<file path="src/ex_pkg.sv">
package ex_pkg;

	typedef enum logic [3:0] {
		ALU_ADD,
		ALU_SUB,
		ALU_SLL,
		ALU_SLT,
		ALU_SLTU,
		ALU_XOR,
		ALU_SRL,
		ALU_SRA,
		ALU_OR,
		ALU_AND,
		ALU_EQ,
		ALU_NE,
		ALU_LT,
		ALU_GE,
		ALU_LTU,
		ALU_GEU
	} alu_op_t;

	typedef enum logic [1:0] {
		MUL_MUL,
		MUL_MULH,
		MUL_MULHSU,
		MUL_MULHU
	} mul_op_t;

	// SEL_PC4 carries the link value of jumps
	typedef enum logic [2:0] {
		SEL_ALU,
		SEL_MEM,
		SEL_MUL,
		SEL_PC4
	} wb_src_t;

	typedef enum logic [2:0] {
		MEM_LB,
		MEM_LH,
		MEM_LW,
		MEM_LBU,
		MEM_LHU,
		MEM_SB,
		MEM_SH,
		MEM_SW
	} mem_op_t;

	typedef enum logic [1:0] {
		IDLE,
		RUN,
		DONE
	} mul_state_t;

	localparam logic [31:0] CAUSE_MISALIGNED_INST  = 32'd0;
	localparam logic [31:0] CAUSE_MISALIGNED_LOAD  = 32'd4;
	localparam logic [31:0] CAUSE_MISALIGNED_STORE = 32'd6;

endpackage

</file>
<file path="src/mul_if.sv">
`timescale 1ns/1ps

interface mul_if
	import ex_pkg::*;
#(
	parameter int XLEN = 32
) ();

	logic				start;
	mul_op_t			op;
	logic	[XLEN-1:0]	a;
	logic	[XLEN-1:0]	b;
	logic				busy;
	logic				done;
	logic	[XLEN-1:0]	result;
	logic				take;

	modport stage (
		output	start, op, a, b, take,
		input	busy, done, result
	);

	modport mul (
		input	start, op, a, b, take,
		output	busy, done, result
	);

endinterface

</file>
<file path="src/alu.sv">
`timescale 1ns/1ps

module alu
	import ex_pkg::*;
#(
	parameter int XLEN = 32
) (
	input	alu_op_t			op,
	input	logic	[XLEN-1:0]	a,
	input	logic	[XLEN-1:0]	b,
	output	logic	[XLEN-1:0]	y
);

	localparam int SHW = $clog2(XLEN);

	logic	[SHW-1:0]	shamt;

	assign shamt = b[SHW-1:0];

	always_comb begin
		case (op)
			ALU_ADD:	y = a + b;
			ALU_SUB:	y = a - b;
			ALU_SLL:	y = a << shamt;
			ALU_SRL:	y = a >> shamt;
			ALU_SRA:	y = $unsigned($signed(a) >>> shamt);
			ALU_XOR:	y = a ^ b;
			ALU_OR:		y = a | b;
			ALU_AND:	y = a & b;
			// compares leave the flag in bit 0
			ALU_SLT,
			ALU_LT:		y = XLEN'($signed(a) < $signed(b));
			ALU_SLTU,
			ALU_LTU:	y = XLEN'(a < b);
			ALU_GE:		y = XLEN'($signed(a) >= $signed(b));
			ALU_GEU:	y = XLEN'(a >= b);
			ALU_EQ:		y = XLEN'(a == b);
			ALU_NE:		y = XLEN'(a != b);
			default:	y = '0;
		endcase
	end

endmodule

</file>
<file path="src/ex_bypass.sv">
`timescale 1ns/1ps

module ex_bypass
	import ex_pkg::*;
#(
	parameter int XLEN = 32
) (
	input	logic				rs1_rena,
	input	logic	[4:0]		rs1_addr,
	input	logic	[XLEN-1:0]	rs1_data,
	input	logic				rs2_rena,
	input	logic	[4:0]		rs2_addr,
	input	logic	[XLEN-1:0]	rs2_data,
	input	logic				rd_wena_ex,
	input	logic	[4:0]		rd_addr_ex,
	input	logic	[XLEN-1:0]	rd_data_ex,
	input	wb_src_t			wb_src_ex,
	input	logic				rd_wena_mem,
	input	logic	[4:0]		rd_addr_mem,
	input	logic	[XLEN-1:0]	rd_data_mem,
	output	logic	[XLEN-1:0]	rs1_fwd,
	output	logic	[XLEN-1:0]	rs2_fwd,
	output	logic				load_use
);

	logic	rs1_hit_ex;
	logic	rs1_hit_mem;
	logic	rs2_hit_ex;
	logic	rs2_hit_mem;

	// x0 never forwards
	function automatic logic hit(
		input logic			rena,
		input logic	[4:0]	src,
		input logic			wena,
		input logic	[4:0]	dst
	);
		return rena && (src != 5'd0) && wena && (src == dst);
	endfunction

	assign rs1_hit_ex  = hit(rs1_rena, rs1_addr, rd_wena_ex, rd_addr_ex);
	assign rs1_hit_mem = hit(rs1_rena, rs1_addr, rd_wena_mem, rd_addr_mem);
	assign rs2_hit_ex  = hit(rs2_rena, rs2_addr, rd_wena_ex, rd_addr_ex);
	assign rs2_hit_mem = hit(rs2_rena, rs2_addr, rd_wena_mem, rd_addr_mem);

	// youngest result wins
	assign rs1_fwd = rs1_hit_ex ? rd_data_ex : rs1_hit_mem ? rd_data_mem : rs1_data;
	assign rs2_fwd = rs2_hit_ex ? rd_data_ex : rs2_hit_mem ? rd_data_mem : rs2_data;

	// load data is not there until MEM
	assign load_use = (rs1_hit_ex || rs2_hit_ex) && (wb_src_ex == SEL_MEM);

endmodule

</file>
<file path="src/ex_stage.sv">
`timescale 1ns/1ps

module ex_stage
	import ex_pkg::*;
#(
	parameter int XLEN  = 32,
	parameter int DIGIT = 8
) (
	input	logic					clk,
	input	logic					reset,
	input	logic					flush,
	input	logic					valid_in,
	output	logic					ready_out,
	output	logic					valid_out,
	input	logic					ready_in,
	input	logic	[XLEN-1:0]		pc_id,
	input	logic	[XLEN-1:0]		imm_id,
	input	logic					rs1_rena_id,
	input	logic	[4:0]			rs1_addr_id,
	input	logic	[XLEN-1:0]		rs1_data_id,
	input	logic					rs2_rena_id,
	input	logic	[4:0]			rs2_addr_id,
	input	logic	[XLEN-1:0]		rs2_data_id,
	input	logic					rd_wena_id,
	input	logic	[4:0]			rd_addr_id,
	input	logic					sel_pc_id,
	input	logic					sel_imm_id,
	input	wb_src_t				wb_src_id,
	input	alu_op_t				alu_op_id,
	input	mem_op_t				mem_op_id,
	input	mul_op_t				mul_op_id,
	input	logic					jump_ena_id,
	input	logic					jump_ind_id,
	input	logic					jump_alw_id,
	input	logic					jump_pred_id,
	input	logic					rd_wena_mem,
	input	logic	[4:0]			rd_addr_mem,
	input	logic	[XLEN-1:0]		rd_data_mem,
	output	logic	[XLEN-1:0]		pc_ex,
	output	logic					rd_wena_ex,
	output	logic	[4:0]			rd_addr_ex,
	output	logic	[XLEN-1:0]		rd_data_ex,
	output	wb_src_t				wb_src_ex,
	output	mem_op_t				mem_op_ex,
	output	logic					jump_taken_ex,
	output	logic					jump_mpred_ex,
	output	logic	[XLEN-1:0]		jump_addr_ex,
	output	logic					exc_pend_ex,
	output	logic	[31:0]			exc_cause_ex,
	output	logic	[XLEN-1:0]		axi_awaddr,
	output	logic	[2:0]			axi_awprot,
	output	logic					axi_awvalid,
	input	logic					axi_awready,
	output	logic	[XLEN-1:0]		axi_wdata,
	output	logic	[XLEN/8-1:0]	axi_wstrb,
	output	logic					axi_wvalid,
	input	logic					axi_wready,
	output	logic	[XLEN-1:0]		axi_araddr,
	output	logic	[2:0]			axi_arprot,
	output	logic					axi_arvalid,
	input	logic					axi_arready
);

	localparam int NB = XLEN / 8;
	localparam int AW = $clog2(NB);

	logic	[XLEN-1:0]	rs1_fwd;
	logic	[XLEN-1:0]	rs2_fwd;
	logic				load_use;
	logic	[XLEN-1:0]	op_a;
	logic	[XLEN-1:0]	op_b;
	logic	[XLEN-1:0]	alu_out;
	logic	[XLEN-1:0]	pc_plus4;
	logic				jump_taken;
	logic				jump_mpred;
	logic	[XLEN-1:0]	jump_addr;
	logic				is_mem;
	logic				is_store;
	logic				mis_inst;
	logic				mis_load;
	logic				mis_store;
	logic				exc_pend;
	logic	[31:0]		exc_cause;
	logic	[XLEN-1:0]	st_data;
	logic	[NB-1:0]	st_strb;
	logic				mul_wait;
	logic				mul_started;
	logic				accept;
	logic				leave;
	logic				valid_q;
	logic				aw_pend;
	logic				w_pend;
	logic				ar_pend;

	mul_if #(.XLEN(XLEN)) mul_bus ();

	ex_bypass #(.XLEN(XLEN)) u_bypass (
		.rs1_rena    (rs1_rena_id),
		.rs1_addr    (rs1_addr_id),
		.rs1_data    (rs1_data_id),
		.rs2_rena    (rs2_rena_id),
		.rs2_addr    (rs2_addr_id),
		.rs2_data    (rs2_data_id),
		.rd_wena_ex  (rd_wena_ex),
		.rd_addr_ex  (rd_addr_ex),
		.rd_data_ex  (rd_data_ex),
		.wb_src_ex   (wb_src_ex),
		.rd_wena_mem (rd_wena_mem),
		.rd_addr_mem (rd_addr_mem),
		.rd_data_mem (rd_data_mem),
		.rs1_fwd     (rs1_fwd),
		.rs2_fwd     (rs2_fwd),
		.load_use    (load_use)
	);

	assign op_a = sel_pc_id ? pc_id : rs1_fwd;
	assign op_b = sel_imm_id ? imm_id : rs2_fwd;

	alu #(.XLEN(XLEN)) u_alu (
		.op (alu_op_id),
		.a  (op_a),
		.b  (op_b),
		.y  (alu_out)
	);

	int_multiplier #(.XLEN(XLEN), .DIGIT(DIGIT)) u_mul (
		.clk   (clk),
		.reset (reset),
		.flush (flush),
		.m     (mul_bus.mul)
	);

	// one start pulse per multiply, only once operands are final
	assign mul_bus.start = valid_in && wb_src_id == SEL_MUL && !mul_bus.busy
		&& !mul_bus.done && !mul_started && !load_use && !flush;
	assign mul_bus.op    = mul_op_id;
	assign mul_bus.a     = op_a;
	assign mul_bus.b     = op_b;
	assign mul_bus.take  = accept;

	always_ff @(posedge clk or posedge reset) begin
		if (reset)
			mul_started <= 1'b0;
		else if (flush || accept)
			mul_started <= 1'b0;
		else if (mul_bus.start)
			mul_started <= 1'b1;
	end

	assign mul_wait  = valid_in && wb_src_id == SEL_MUL && !mul_bus.done;
	assign leave     = valid_q && ready_in;
	assign ready_out = !(load_use || mul_wait || (valid_q && !ready_in));
	assign accept    = valid_in && ready_out;

	// branch and jump resolution
	assign pc_plus4   = pc_id + XLEN'(4);
	assign jump_taken = jump_ena_id && (alu_out[0] || jump_alw_id);
	assign jump_mpred = jump_ena_id && (jump_pred_id != jump_taken);

	always_comb begin
		if (!jump_taken)
			jump_addr = pc_plus4;
		else if (jump_ind_id)
			jump_addr = (rs1_fwd + imm_id) & {{(XLEN-1){1'b1}}, 1'b0};
		else
			jump_addr = pc_id + imm_id;
	end

	assign is_mem   = (wb_src_id == SEL_MEM);
	assign is_store = mem_op_id inside {MEM_SB, MEM_SH, MEM_SW};
	assign mis_inst = jump_taken && |jump_addr[1:0];

	always_comb begin
		mis_load  = 1'b0;
		mis_store = 1'b0;
		if (is_mem) begin
			case (mem_op_id)
				MEM_LH,
				MEM_LHU:	mis_load  = alu_out[0];
				MEM_LW:		mis_load  = |alu_out[1:0];
				MEM_SH:		mis_store = alu_out[0];
				MEM_SW:		mis_store = |alu_out[1:0];
				default:	;
			endcase
		end
	end

	always_comb begin
		exc_pend = 1'b1;
		if (mis_inst) begin
			exc_cause = CAUSE_MISALIGNED_INST;
		end else if (mis_load) begin
			exc_cause = CAUSE_MISALIGNED_LOAD;
		end else if (mis_store) begin
			exc_cause = CAUSE_MISALIGNED_STORE;
		end else begin
			exc_pend  = 1'b0;
			exc_cause = '0;
		end
	end

	// store data replicated over all lanes
	always_comb begin
		st_data = '0;
		st_strb = '0;
		case (mem_op_id)
			MEM_SB: begin
				st_data = {NB{rs2_fwd[7:0]}};
				st_strb = NB'(1) << alu_out[AW-1:0];
			end
			MEM_SH: begin
				st_data = {(NB/2){rs2_fwd[15:0]}};
				st_strb = NB'(3) << alu_out[AW-1:0];
			end
			MEM_SW: begin
				st_data = {(NB/4){rs2_fwd[31:0]}};
				st_strb = NB'(15) << alu_out[AW-1:0];
			end
			default: ;
		endcase
	end

	always_ff @(posedge clk or posedge reset) begin
		if (reset) begin
			valid_q       <= 1'b0;
			rd_wena_ex    <= 1'b0;
			jump_taken_ex <= 1'b0;
			jump_mpred_ex <= 1'b0;
			exc_pend_ex   <= 1'b0;
			aw_pend       <= 1'b0;
			w_pend        <= 1'b0;
			ar_pend       <= 1'b0;
		end else if (flush || (leave && !accept)) begin
			valid_q       <= 1'b0;
			rd_wena_ex    <= 1'b0;
			jump_taken_ex <= 1'b0;
			jump_mpred_ex <= 1'b0;
			exc_pend_ex   <= 1'b0;
			aw_pend       <= 1'b0;
			w_pend        <= 1'b0;
			ar_pend       <= 1'b0;
		end else if (accept) begin
			valid_q       <= 1'b1;
			rd_wena_ex    <= rd_wena_id && !exc_pend;
			jump_taken_ex <= jump_taken;
			jump_mpred_ex <= jump_mpred;
			exc_pend_ex   <= exc_pend;
			aw_pend       <= is_mem && is_store && !exc_pend;
			w_pend        <= is_mem && is_store && !exc_pend;
			ar_pend       <= is_mem && !is_store && !exc_pend;
		end else begin
			// each channel drops on its own handshake
			if (axi_awvalid && axi_awready)
				aw_pend <= 1'b0;
			if (axi_wvalid && axi_wready)
				w_pend <= 1'b0;
			if (axi_arvalid && axi_arready)
				ar_pend <= 1'b0;
		end
	end

	always_ff @(posedge clk) begin
		if (accept) begin
			pc_ex        <= pc_id;
			rd_addr_ex   <= rd_addr_id;
			wb_src_ex    <= wb_src_id;
			mem_op_ex    <= mem_op_id;
			jump_addr_ex <= jump_addr;
			exc_cause_ex <= exc_cause;
			axi_awaddr   <= alu_out;
			axi_araddr   <= alu_out;
			axi_wdata    <= st_data;
			axi_wstrb    <= st_strb;
			case (wb_src_id)
				SEL_MUL: rd_data_ex <= mul_bus.result;
				SEL_PC4: rd_data_ex <= pc_plus4;
				default: rd_data_ex <= alu_out;
			endcase
		end
	end

	// data access, unprivileged
	assign axi_awprot = 3'b010;
	assign axi_arprot = 3'b010;

	assign valid_out   = valid_q && !flush;
	assign axi_awvalid = aw_pend && valid_out;
	assign axi_wvalid  = w_pend && valid_out;
	assign axi_arvalid = ar_pend && valid_out;

endmodule

</file>
<file path="src/int_multiplier.sv">
`timescale 1ns/1ps

module int_multiplier
	import ex_pkg::*;
#(
	parameter int XLEN  = 32,
	parameter int DIGIT = 8
) (
	input	logic	clk,
	input	logic	reset,
	input	logic	flush,
	mul_if.mul		m
);

	localparam int STEPS = XLEN / DIGIT;
	localparam int CW    = $clog2(STEPS + 1);

	mul_state_t					state;
	logic	[CW-1:0]			count;
	mul_op_t					op_q;
	logic						neg_q;
	logic	[XLEN-1:0]			mag_a;
	logic	[2*XLEN-1:0]		prod;

	logic						a_neg;
	logic						b_neg;
	logic	[XLEN+DIGIT-1:0]	step_sum;
	logic	[2*XLEN-1:0]		prod_fix;

	// a is signed for MULH and MULHSU, b only for MULH
	assign a_neg = (m.op == MUL_MULH || m.op == MUL_MULHSU) && m.a[XLEN-1];
	assign b_neg = (m.op == MUL_MULH) && m.b[XLEN-1];

	// low digit of b times |a| into the upper half
	assign step_sum = {{DIGIT{1'b0}}, prod[2*XLEN-1:XLEN]}
		+ {{DIGIT{1'b0}}, mag_a} * {{XLEN{1'b0}}, prod[DIGIT-1:0]};

	always_ff @(posedge clk or posedge reset) begin
		if (reset) begin
			state <= IDLE;
			count <= '0;
		end else if (flush) begin
			state <= IDLE;
		end else begin
			case (state)
				IDLE: begin
					if (m.start) begin
						state <= RUN;
						count <= '0;
					end
				end
				RUN: begin
					count <= count + 1'b1;
					if (count == CW'(STEPS - 1))
						state <= DONE;
				end
				DONE: begin
					if (m.take)
						state <= IDLE;
				end
				default: state <= IDLE;
			endcase
		end
	end

	always_ff @(posedge clk) begin
		if (state == IDLE && m.start) begin
			op_q  <= m.op;
			neg_q <= a_neg ^ b_neg;
			mag_a <= a_neg ? -m.a : m.a;
			prod  <= {{XLEN{1'b0}}, (b_neg ? -m.b : m.b)};
		end else if (state == RUN) begin
			prod <= {step_sum, prod[XLEN-1:DIGIT]};
		end
	end

	assign prod_fix = neg_q ? -prod : prod;

	assign m.result = (op_q == MUL_MUL) ? prod_fix[XLEN-1:0] : prod_fix[2*XLEN-1:XLEN];
	assign m.busy   = (state == RUN);
	assign m.done   = (state == DONE);

endmodule

</file>
<file path="config.mk">
export PLATFORM = sky130hd
export DESIGN_NAME = ex_stage
export DESIGN_NICKNAME = d
export VERILOG_FILES = /design/src/ex_pkg.sv /design/src/mul_if.sv /design/src/alu.sv /design/src/ex_bypass.sv /design/src/ex_stage.sv /design/src/int_multiplier.sv
export SDC_FILE = /design/constraint.sdc
export NUM_CORES = 2
export LEC_CHECK = 0
export BUFFER_PORTS_ARGS = -buffer_cell sky130_fd_sc_hd__buf_2
export CORE_MARGIN = 1
export CORE_UTILIZATION = 55
export DETAILED_ROUTE_END_ITERATION = 10
export PLACE_DENSITY_LB_ADDON = 0.3
export SYNTH_ARGS = -nofsm -noshare
export SYNTH_HDL_FRONTEND = slang
export SYNTH_HIERARCHICAL = 1
export SYNTH_SLANG_ARGS = --single-unit
export TNS_END_PERCENT = 10
</file>
<file path="constraint.sdc">
create_clock -name clk -period 8.5 [get_ports clk]
set_clock_uncertainty 0.05 [all_clocks]
set_input_delay 1.7 -clock clk [delete_from_list [all_inputs] [get_ports clk]]
set_output_delay 1.7 -clock clk [all_outputs]
set_load 0.01 [all_outputs]
</file>
**Yosys cells after proc, flatten, opt, wreduce, memory -nomap -nowiden**

Index checks and enable logic that the tools add are counted.

- Flip-flop bits (word level): 320
- Input bits: 210
- Logic and storage cells: 227

- $add $sub $neg: 10
- Multipliers: 1
- $lt $le $gt $ge: 4
- Eq/ne operators: 41
- Shift operators: 6
- Muxes and demuxes: 55
- Bitwise gates (word level): 5
- Reduce and logical (&&, ||, !) cells: 78

Operators by type and width:

| cell | count |
|---|---|
| one-hot mux 32 bit (14 select lines) | 1 |
| two-way mux 32 bit | 13 |
| adder 32 bit | 3 |
| one-hot mux 32 bit (3 select lines) | 1 |
| >= comparator 32 bit | 2 |
| less-than comparator 32 bit | 2 |
| two-way mux 64 bit | 1 |
| negator 32 bit | 2 |
| negator 64 bit | 1 |
| one-hot mux 32 bit (2 select lines) | 1 |
| adder 32 x 40 -> 40 bit | 1 |
| logical AND 1 bit | 40 |
| multiplier 32 x 8 -> 40 bit | 1 |
| adder 32 x 3 -> 32 bit (second input constant) | 1 |
| AND 32 bit | 1 |
| == test 32 bit | 1 |
| == test 4 bit (second input constant) | 8 |
| inequality test 32 bit | 1 |
| OR 32 bit | 1 |
| left shift 32 x 5 -> 32 bit | 1 |
| right shift 32 x 5 -> 32 bit | 1 |
| >>> shifter 32 x 5 -> 32 bit | 1 |
| subtractor 32 bit | 1 |
| bitwise XOR 32 bit | 1 |
| 35 further kinds | 113 |

**Depth between registers and ports, before layout**

- Word-level depth: 19
- Mapped depth: 32
- Depth with buffers taken out: 26

**By module**

Netlist, hierarchy kept.

By module, submodules not included:

| module | instances | cells an instance | area an instance (um^2) | seq. area each (um^2) |
|---|---|---|---|---|
| int_multiplier | 1 | 1,815 | 15,625.0 | 2,777.7 |
| ex_stage | 1 | 1,264 | 12,859.8 | 5,540.3 |
| alu | 1 | 1,272 | 8,658.3 | 0.0 |
| ex_bypass | 1 | 351 | 2,140.8 | 0.0 |

**Least setup slack after synthesis**

Ideal clock, no wire load.

- Kind: input port to flip-flop
- Start: input rs2_addr_id[0]
- End: register aw_pend
- Library setup time: 0.125 ns
- Arrival: 9.335 ns
- Slack: -1.010 ns
- Stages: 11
- Buffers on the path: 3
- Cells stage by stage: nor4_1 > a21bo_2 > or3_1 > clkbuf_1 > buf_2 > a21oi_1 > a21oi_1 > and3b_1 > clkbuf_1 > a211oi_1 > a31o_2

- Elaborated cells between the ends (all ways): 53
- Those cells by class: 2 x add/sub; 4 x order compare; 4 x eq/ne; 3 x shift; 14 x mux; 3 x bitwise; 23 x reduce/logical

RTL lines:

| item | RTL line | RTL |
|---|---|---|
| from (decl) | ex_stage.sv:22 | `input logic [4:0] rs2_addr_id,` |
| nonzero test 5 bit | ex_bypass.sv:38 | `return rena && (src != 5'd0) && wena && (src == dst);` |
| logical AND 1 bit (2 in series) | ex_bypass.sv:38 |  |
| logical AND 1 bit (*) | ex_bypass.sv:38 |  |
| logical OR 1 bit (*) | ex_bypass.sv:51 | `assign load_use = (rs1_hit_ex \|\| rs2_hit_ex) && (wb_src_ex == SEL_MEM);` |
| logical AND 1 bit (*) | ex_bypass.sv:51 |  |
| named net load_use | ex_stage.sv:69 | `logic load_use;` |
| logical OR 1 bit (*) (2 in series) | ex_stage.sv:152 | `assign ready_out = !(load_use \|\| mul_wait \|\| (valid_q && !ready_in));` |
| zero test 1 bit (*) | ex_stage.sv:152 |  |
| logical AND 1 bit (*) | ex_stage.sv:153 | `assign accept = valid_in && ready_out;` |
| named net accept | ex_stage.sv:88 | `logic accept;` |
| zero test 1 bit | ex_stage.sv:233 | `end else if (flush \|\| (leave && !accept)) begin` |
| logical AND 1 bit | ex_stage.sv:233 |  |
| logical OR 1 bit | ex_stage.sv:233 |  |
| nonzero test 3 bit (no line) or two-way mux 1 bit (tied branches) | - |  |
| to (signal assigned) | ex_stage.sv:248 | `aw_pend <= is_mem && is_store && !exc_pend;` |
| to (decl) | ex_stage.sv:91 | `logic aw_pend;` |

The timed path passes the listed nets; every way through them passes the cells marked *.
A chain may end at the register's enable or synchronous reset.

**Worst setup path after layout**

- Start: input rs1_addr_id[3]
- End: register rd_data_ex[29], data pin

- Cells in the longest elaborated chain, start to end: 10
- Elaborated cells between the ends (all ways): 21
- Those cells by class: 2 x add/sub; 2 x eq/ne; 3 x shift; 5 x mux; 3 x bitwise; 6 x reduce/logical

RTL lines:

| item | RTL line | RTL |
|---|---|---|
| from (decl) | ex_stage.sv:19 | `input logic [4:0] rs1_addr_id,` |
| nonzero test 5 bit | ex_bypass.sv:38 |  |
| logical AND 1 bit (3 in series) | ex_bypass.sv:38 |  |
| two-way mux 32 bit | ex_bypass.sv:47 | `assign rs1_fwd = rs1_hit_ex ? rd_data_ex : rs1_hit_mem ? rd_data_mem : rs1_data;` |
| two-way mux 32 bit (*) | ex_bypass.sv:47 |  |
| named net rs1_fwd[22] | ex_stage.sv:67 | `logic [XLEN-1:0] rs1_fwd;` |
| two-way mux 32 bit (*) | ex_stage.sv:116 | `assign op_a = sel_pc_id ? pc_id : rs1_fwd;` |
| named net mul_bus.a[22] | mul_if.sv:11 | `logic [XLEN-1:0] a;` |
| subtractor 32 bit, or another cell as far along | alu.sv:23 | `ALU_SUB: y = a - b;` |
| one-hot mux 32 bit (14 select lines) (*) | alu.sv:21 | `case (op)` |
| named net alu_out[29] | ex_stage.sv:72 | `logic [XLEN-1:0] alu_out;` |
| one-hot mux 32 bit (2 select lines) (*) | ex_stage.sv:274 | `case (wb_src_id)` |
| to (signal assigned) | ex_stage.sv:275 | `SEL_MUL: rd_data_ex <= mul_bus.result;` |
| to (signal assigned) | ex_stage.sv:276 | `SEL_PC4: rd_data_ex <= pc_plus4;` |
| to (signal assigned) | ex_stage.sv:277 | `default: rd_data_ex <= alu_out;` |
| to (decl) | ex_stage.sv:42 | `output logic [XLEN-1:0] rd_data_ex,` |

Marks and branches as above.

==> results.md <==
- Biggest area consumer among synthesized cells: edfxtp_1
- Critical path's slowest cell: a2111oi_2
- CTS tree: done
- Crit-path cells: buf_2, xor2_1, or4_1, or2_2, buf_4, a31oi_2, mux2_2, inv_1, ha_1, nor3b_1, or4_1, nand3b_1, a2111oi_2, o31ai_1, a2111oi_0, nand3b_1, nor2_1, o31ai_2, nand2_1, o21ai_0
- Post-Syn Area: between 30000 and 40000 um^2
- Fin crit share: 0.9248
- Flop2flop setup slack: around 1.4 ns
- # IOs: ~460
- Overflow after GRT: 0
- Sequential fraction of the synthesis area: 0.2117
- CTS resizes: 0
- Pin count of the biggest net entering global routing: between 150 and 200
- CP max stage delay: roughly 0.84 ns
- Die outline area: 72500 um^2
- Met3 Usage GRT: 0.1137
- Clock root buffer: clkbuf_16
- Placer congestion estimate: 1.092
- Die Y: between 200 and 300 um
- Placed Cells incl. Taps: a little under 6000
- Main combinational cell family by area after synthesis: compound AO/OA/AOI/OAI gates
- Number of buffers and inverters on the critical path: 3
- Synth Area in XOR/XNOR: 0.05752
- CP Launch Type: input port
- Status: finished clean
- Clock-pin slew on the worst setup and hold paths: around 0.06 ns
- Measured slew at the worst slew-check pin: about 1.3 ns
- Main synth FF type: edfxtp_1
- Post-synth top area share: 0.1865
- Max-Cap Viols: 0
- Post-Synth Simple-Gate Area: 0.1815
- Setup bufs post-CTS: 0
- Setup TNS: 0 ns
- Critical Path AT: about 8.2 ns
- Busiest grt layer: met2
- Initial antenna violation count: 13
- Mapped Cells: 4702
- Core area: 70390 um^2
- Crit path time final: 7.861 ns
- Final Util: 0.6135
- Synth cell types: 117
- Setup-failing EPs final: 0
- Mux cell area share after synthesis: 0.07195
- Setup crit end kind: flop
- Vias: just under 40000
- Power Density: around 220 nW/um^2
- Leak Pwr: about 18 nW
- Layout Nets: between 5000 and 6000
- EDFF count, synth: about 240
- DR WL/cell: about 29 um
- ANT nets after route: 0
- Htree depth: 2
- First-pass GRT wire length: 248900 um
- Worst-path fanout max: 21
- Async set-reset flop share out of synthesis: 0.04828
- Hold Fails Final Rpt: 0
- Vias per inst: around 6.7
- DRC: 0
- Tot GR Track Use: 0.4578
- Crit Path Class: input port to flop
- R2R Path Start: rd_addr_ex[2]$_DFFE_PP_
- Starting Density: 0.5581
- WL final: 170800 um
- Area growth, synth to finish: 9.934%
- Worst hold path type: flop to flop
- Top delay family on crit path: simple AND/OR/NAND/NOR gates
- Dpl cell area: between 40000 and 50000 um^2
- Slew headroom: 0.1449
- Worst-case clock buffer depth: 3
- Critical R2R Capture: rd_data_ex[29]$_DFFE_PP_
- VDD IR max: 0.0002599 V
- Synth Area in Compound Gates: 0.2113
- Clk_lat worst skew: 0.59 ns
- Hold buffers post-CTS: 0
- Final instance area: between 40000 and 50000 um^2
- Fmax: around 0.13 GHz
- Hold Startpoint: jump_mpred_ex$_DFFE_PP0P_
- Non-filler cells, final: between 5000 and 6000
- Grt met1 use: 0.6254
- Layout cells sized above 1: 0.1710
- DP Wirelength: about 140000 um
- WHS: ~0.46 ns
- Vias in the first global route: roughly 37000
- Rows: 97
- Avg Cell Area, Syn: approximately 8.4 um^2
- Port bufs: roughly 430
- DR iter-0 viols: between 5000 and 6000
- Cell depth of the worst hold path: 1
- Flop and latch count out of synthesis: 290
- Total CTS buffers: 36
- Max-slew violations: 0
- Synth area leaders: edfxtp_1 19%, fa_1 11%, ha_1 7.2%
- GR Layer Usage met2: 0.6600
- CP required: slightly below 9 ns
- DRT Pass-1 Iters: 9
- Path depth of the worst reg2reg path: 19
- Hold Path Sink: jump_mpred_ex$_DFFE_PP0P_
- RSZ-0062 raised after global routing: no
- Die Wd: 269.3 um
- Clk sinks: 290
- Warnings, synthesis: 6
- Adder-cell share of the synthesized area: 0.1817
-- cell type report --
class / instances / area, um^2
antenna: 9 / 22.52
clock buffer: 43 / 927.1
clock inverter: 22 / 206.4
fill: 6335 / 27210
inverter: 422 / 1584
multi-input combinational: 3661 / 27850
sequential: 290 / 8318
tap: 940 / 1176
timing repair buffer: 550 / 3098
-- placed cells by master (no fill, tap or decap), types with 39 or more instances in the layout --
cell,instances
mux2i_1,72
mux4_2,45
fa_1,216
a31oi_1,63
o22ai_1,43
nand2_1,426
nor3_1,100
a211oi_1,39
buf_2,427
xnor2_1,170
and2_1,198
o21ai_0,313
ha_1,225
edfxtp_1,244
nor2_1,309
a21o_1,63
o31ai_1,40
xor2_1,88
inv_1,416
a21oi_1,294
mux2_2,94
nand3_1,143
o211ai_1,39
buf_4,120
nor4_1,56
-- synthesized netlist by cell type (all sizes together) (14+ instances only) --
cell	instances
o21bai	27
or3	26
nor2	313
xnor2	170
and2	199
nand2	426
a21o	63
nor4	56
a31oi	95
a221oi	17
and4	14
o21a	27
or4	17
dfxtp	32
o211ai	41
nor2b	34
clkbuf	234
dfrtp	14
a21boi	33
a21oi	301
a211oi	43
or2	18
o41ai	24
nor3	101
nand4	27
mux4	45
edfxtp	244
mux2	97
nand2b	33
nand3	143
o22ai	44
mux2i	72
ha	225
nor3b	19
fa	216
and3	20
buf	129
o31ai	43
a22oi	20
inv	420
a2111oi	14
xor2	88
o21ai	335
-- report_power, final --
| part | internal, mW | leakage [nW] | switching (mW) |
|---|---|---|---|
| clock | 0.854 | 0.547 | 0.697 |
| sequential | 1.77 | 2.79 | 0.180 |
| combinational | 2.12 | 15.0 | 3.82 |
| total | 4.74 | 18.4 | 4.69 |
-- logic make-up (layout without fill, tap and decap cells) --
logic type,count (synthesis),count (layout)
DFF,290,290
muxes,214,214
and+or+nand+nor,1461,1461
AOI/OAI and AO/OA,1251,1251
other,2,45
xor gates and xnor gates,258,258
buffers and inverters,785,1037
adders and majority gates,441,441
-- per-stage QoR --
| stage | setup slack [ns] | power, mW |
|---|---|---|
| 2_1_floorplan | 0.6331 | 5.879 |
| 3_3_place_gp | 0.4860 | 7.626 |
| 3_5_place_dp | 0.3727 | 7.692 |
| 4_1_cts | 0.9395 | 9.254 |
| 5_1_grt | 0.3733 | 10.01 |
| 6_report | 0.6389 | 9.433 |
-- metal layers --
metal	wire (um)	share of wire	vias up
li1	-	-	17120
met1	66350	0.39	19060
met2	71040	0.42	2879
met3	22240	0.13	504
met4	11120	0.065	12
met5	73	0.00043	-
-- registers in the layout, summed over array words and instances (netlist names), 4 cells and up --
register	count
rd_data_ex	32
u_mul/prod	64
pc_ex	32
axi_wdata	32
axi_wstrb	4
axi_araddr	32
jump_addr_ex	32
u_mul/mag_a	32
rd_addr_ex	5
-- worst max-delay path by stage --
| stage | from | end | cells past startpoint |
|---|---|---|---|
| 2_1_floorplan | rs2_addr_id[0] | aw_pend$_DFFE_PP0P_ | 31 |
| 3_3_place_gp | rs1_addr_id[3] | jump_addr_ex[27]$_DFFE_PP_ | 26 |
| 3_5_place_dp | rs1_addr_id[3] | aw_pend$_DFFE_PP0P_ | 26 |
| 4_1_cts | rs1_addr_id[3] | aw_pend$_DFFE_PP0P_ | 26 |
| 5_1_grt | rs2_addr_id[0] | aw_pend$_DFFE_PP0P_ | 26 |
| 6_report | rs1_addr_id[3] | rd_data_ex[29]$_DFFE_PP_ | 20 |
Note: power is estimated with default switching activity, not from simulation.
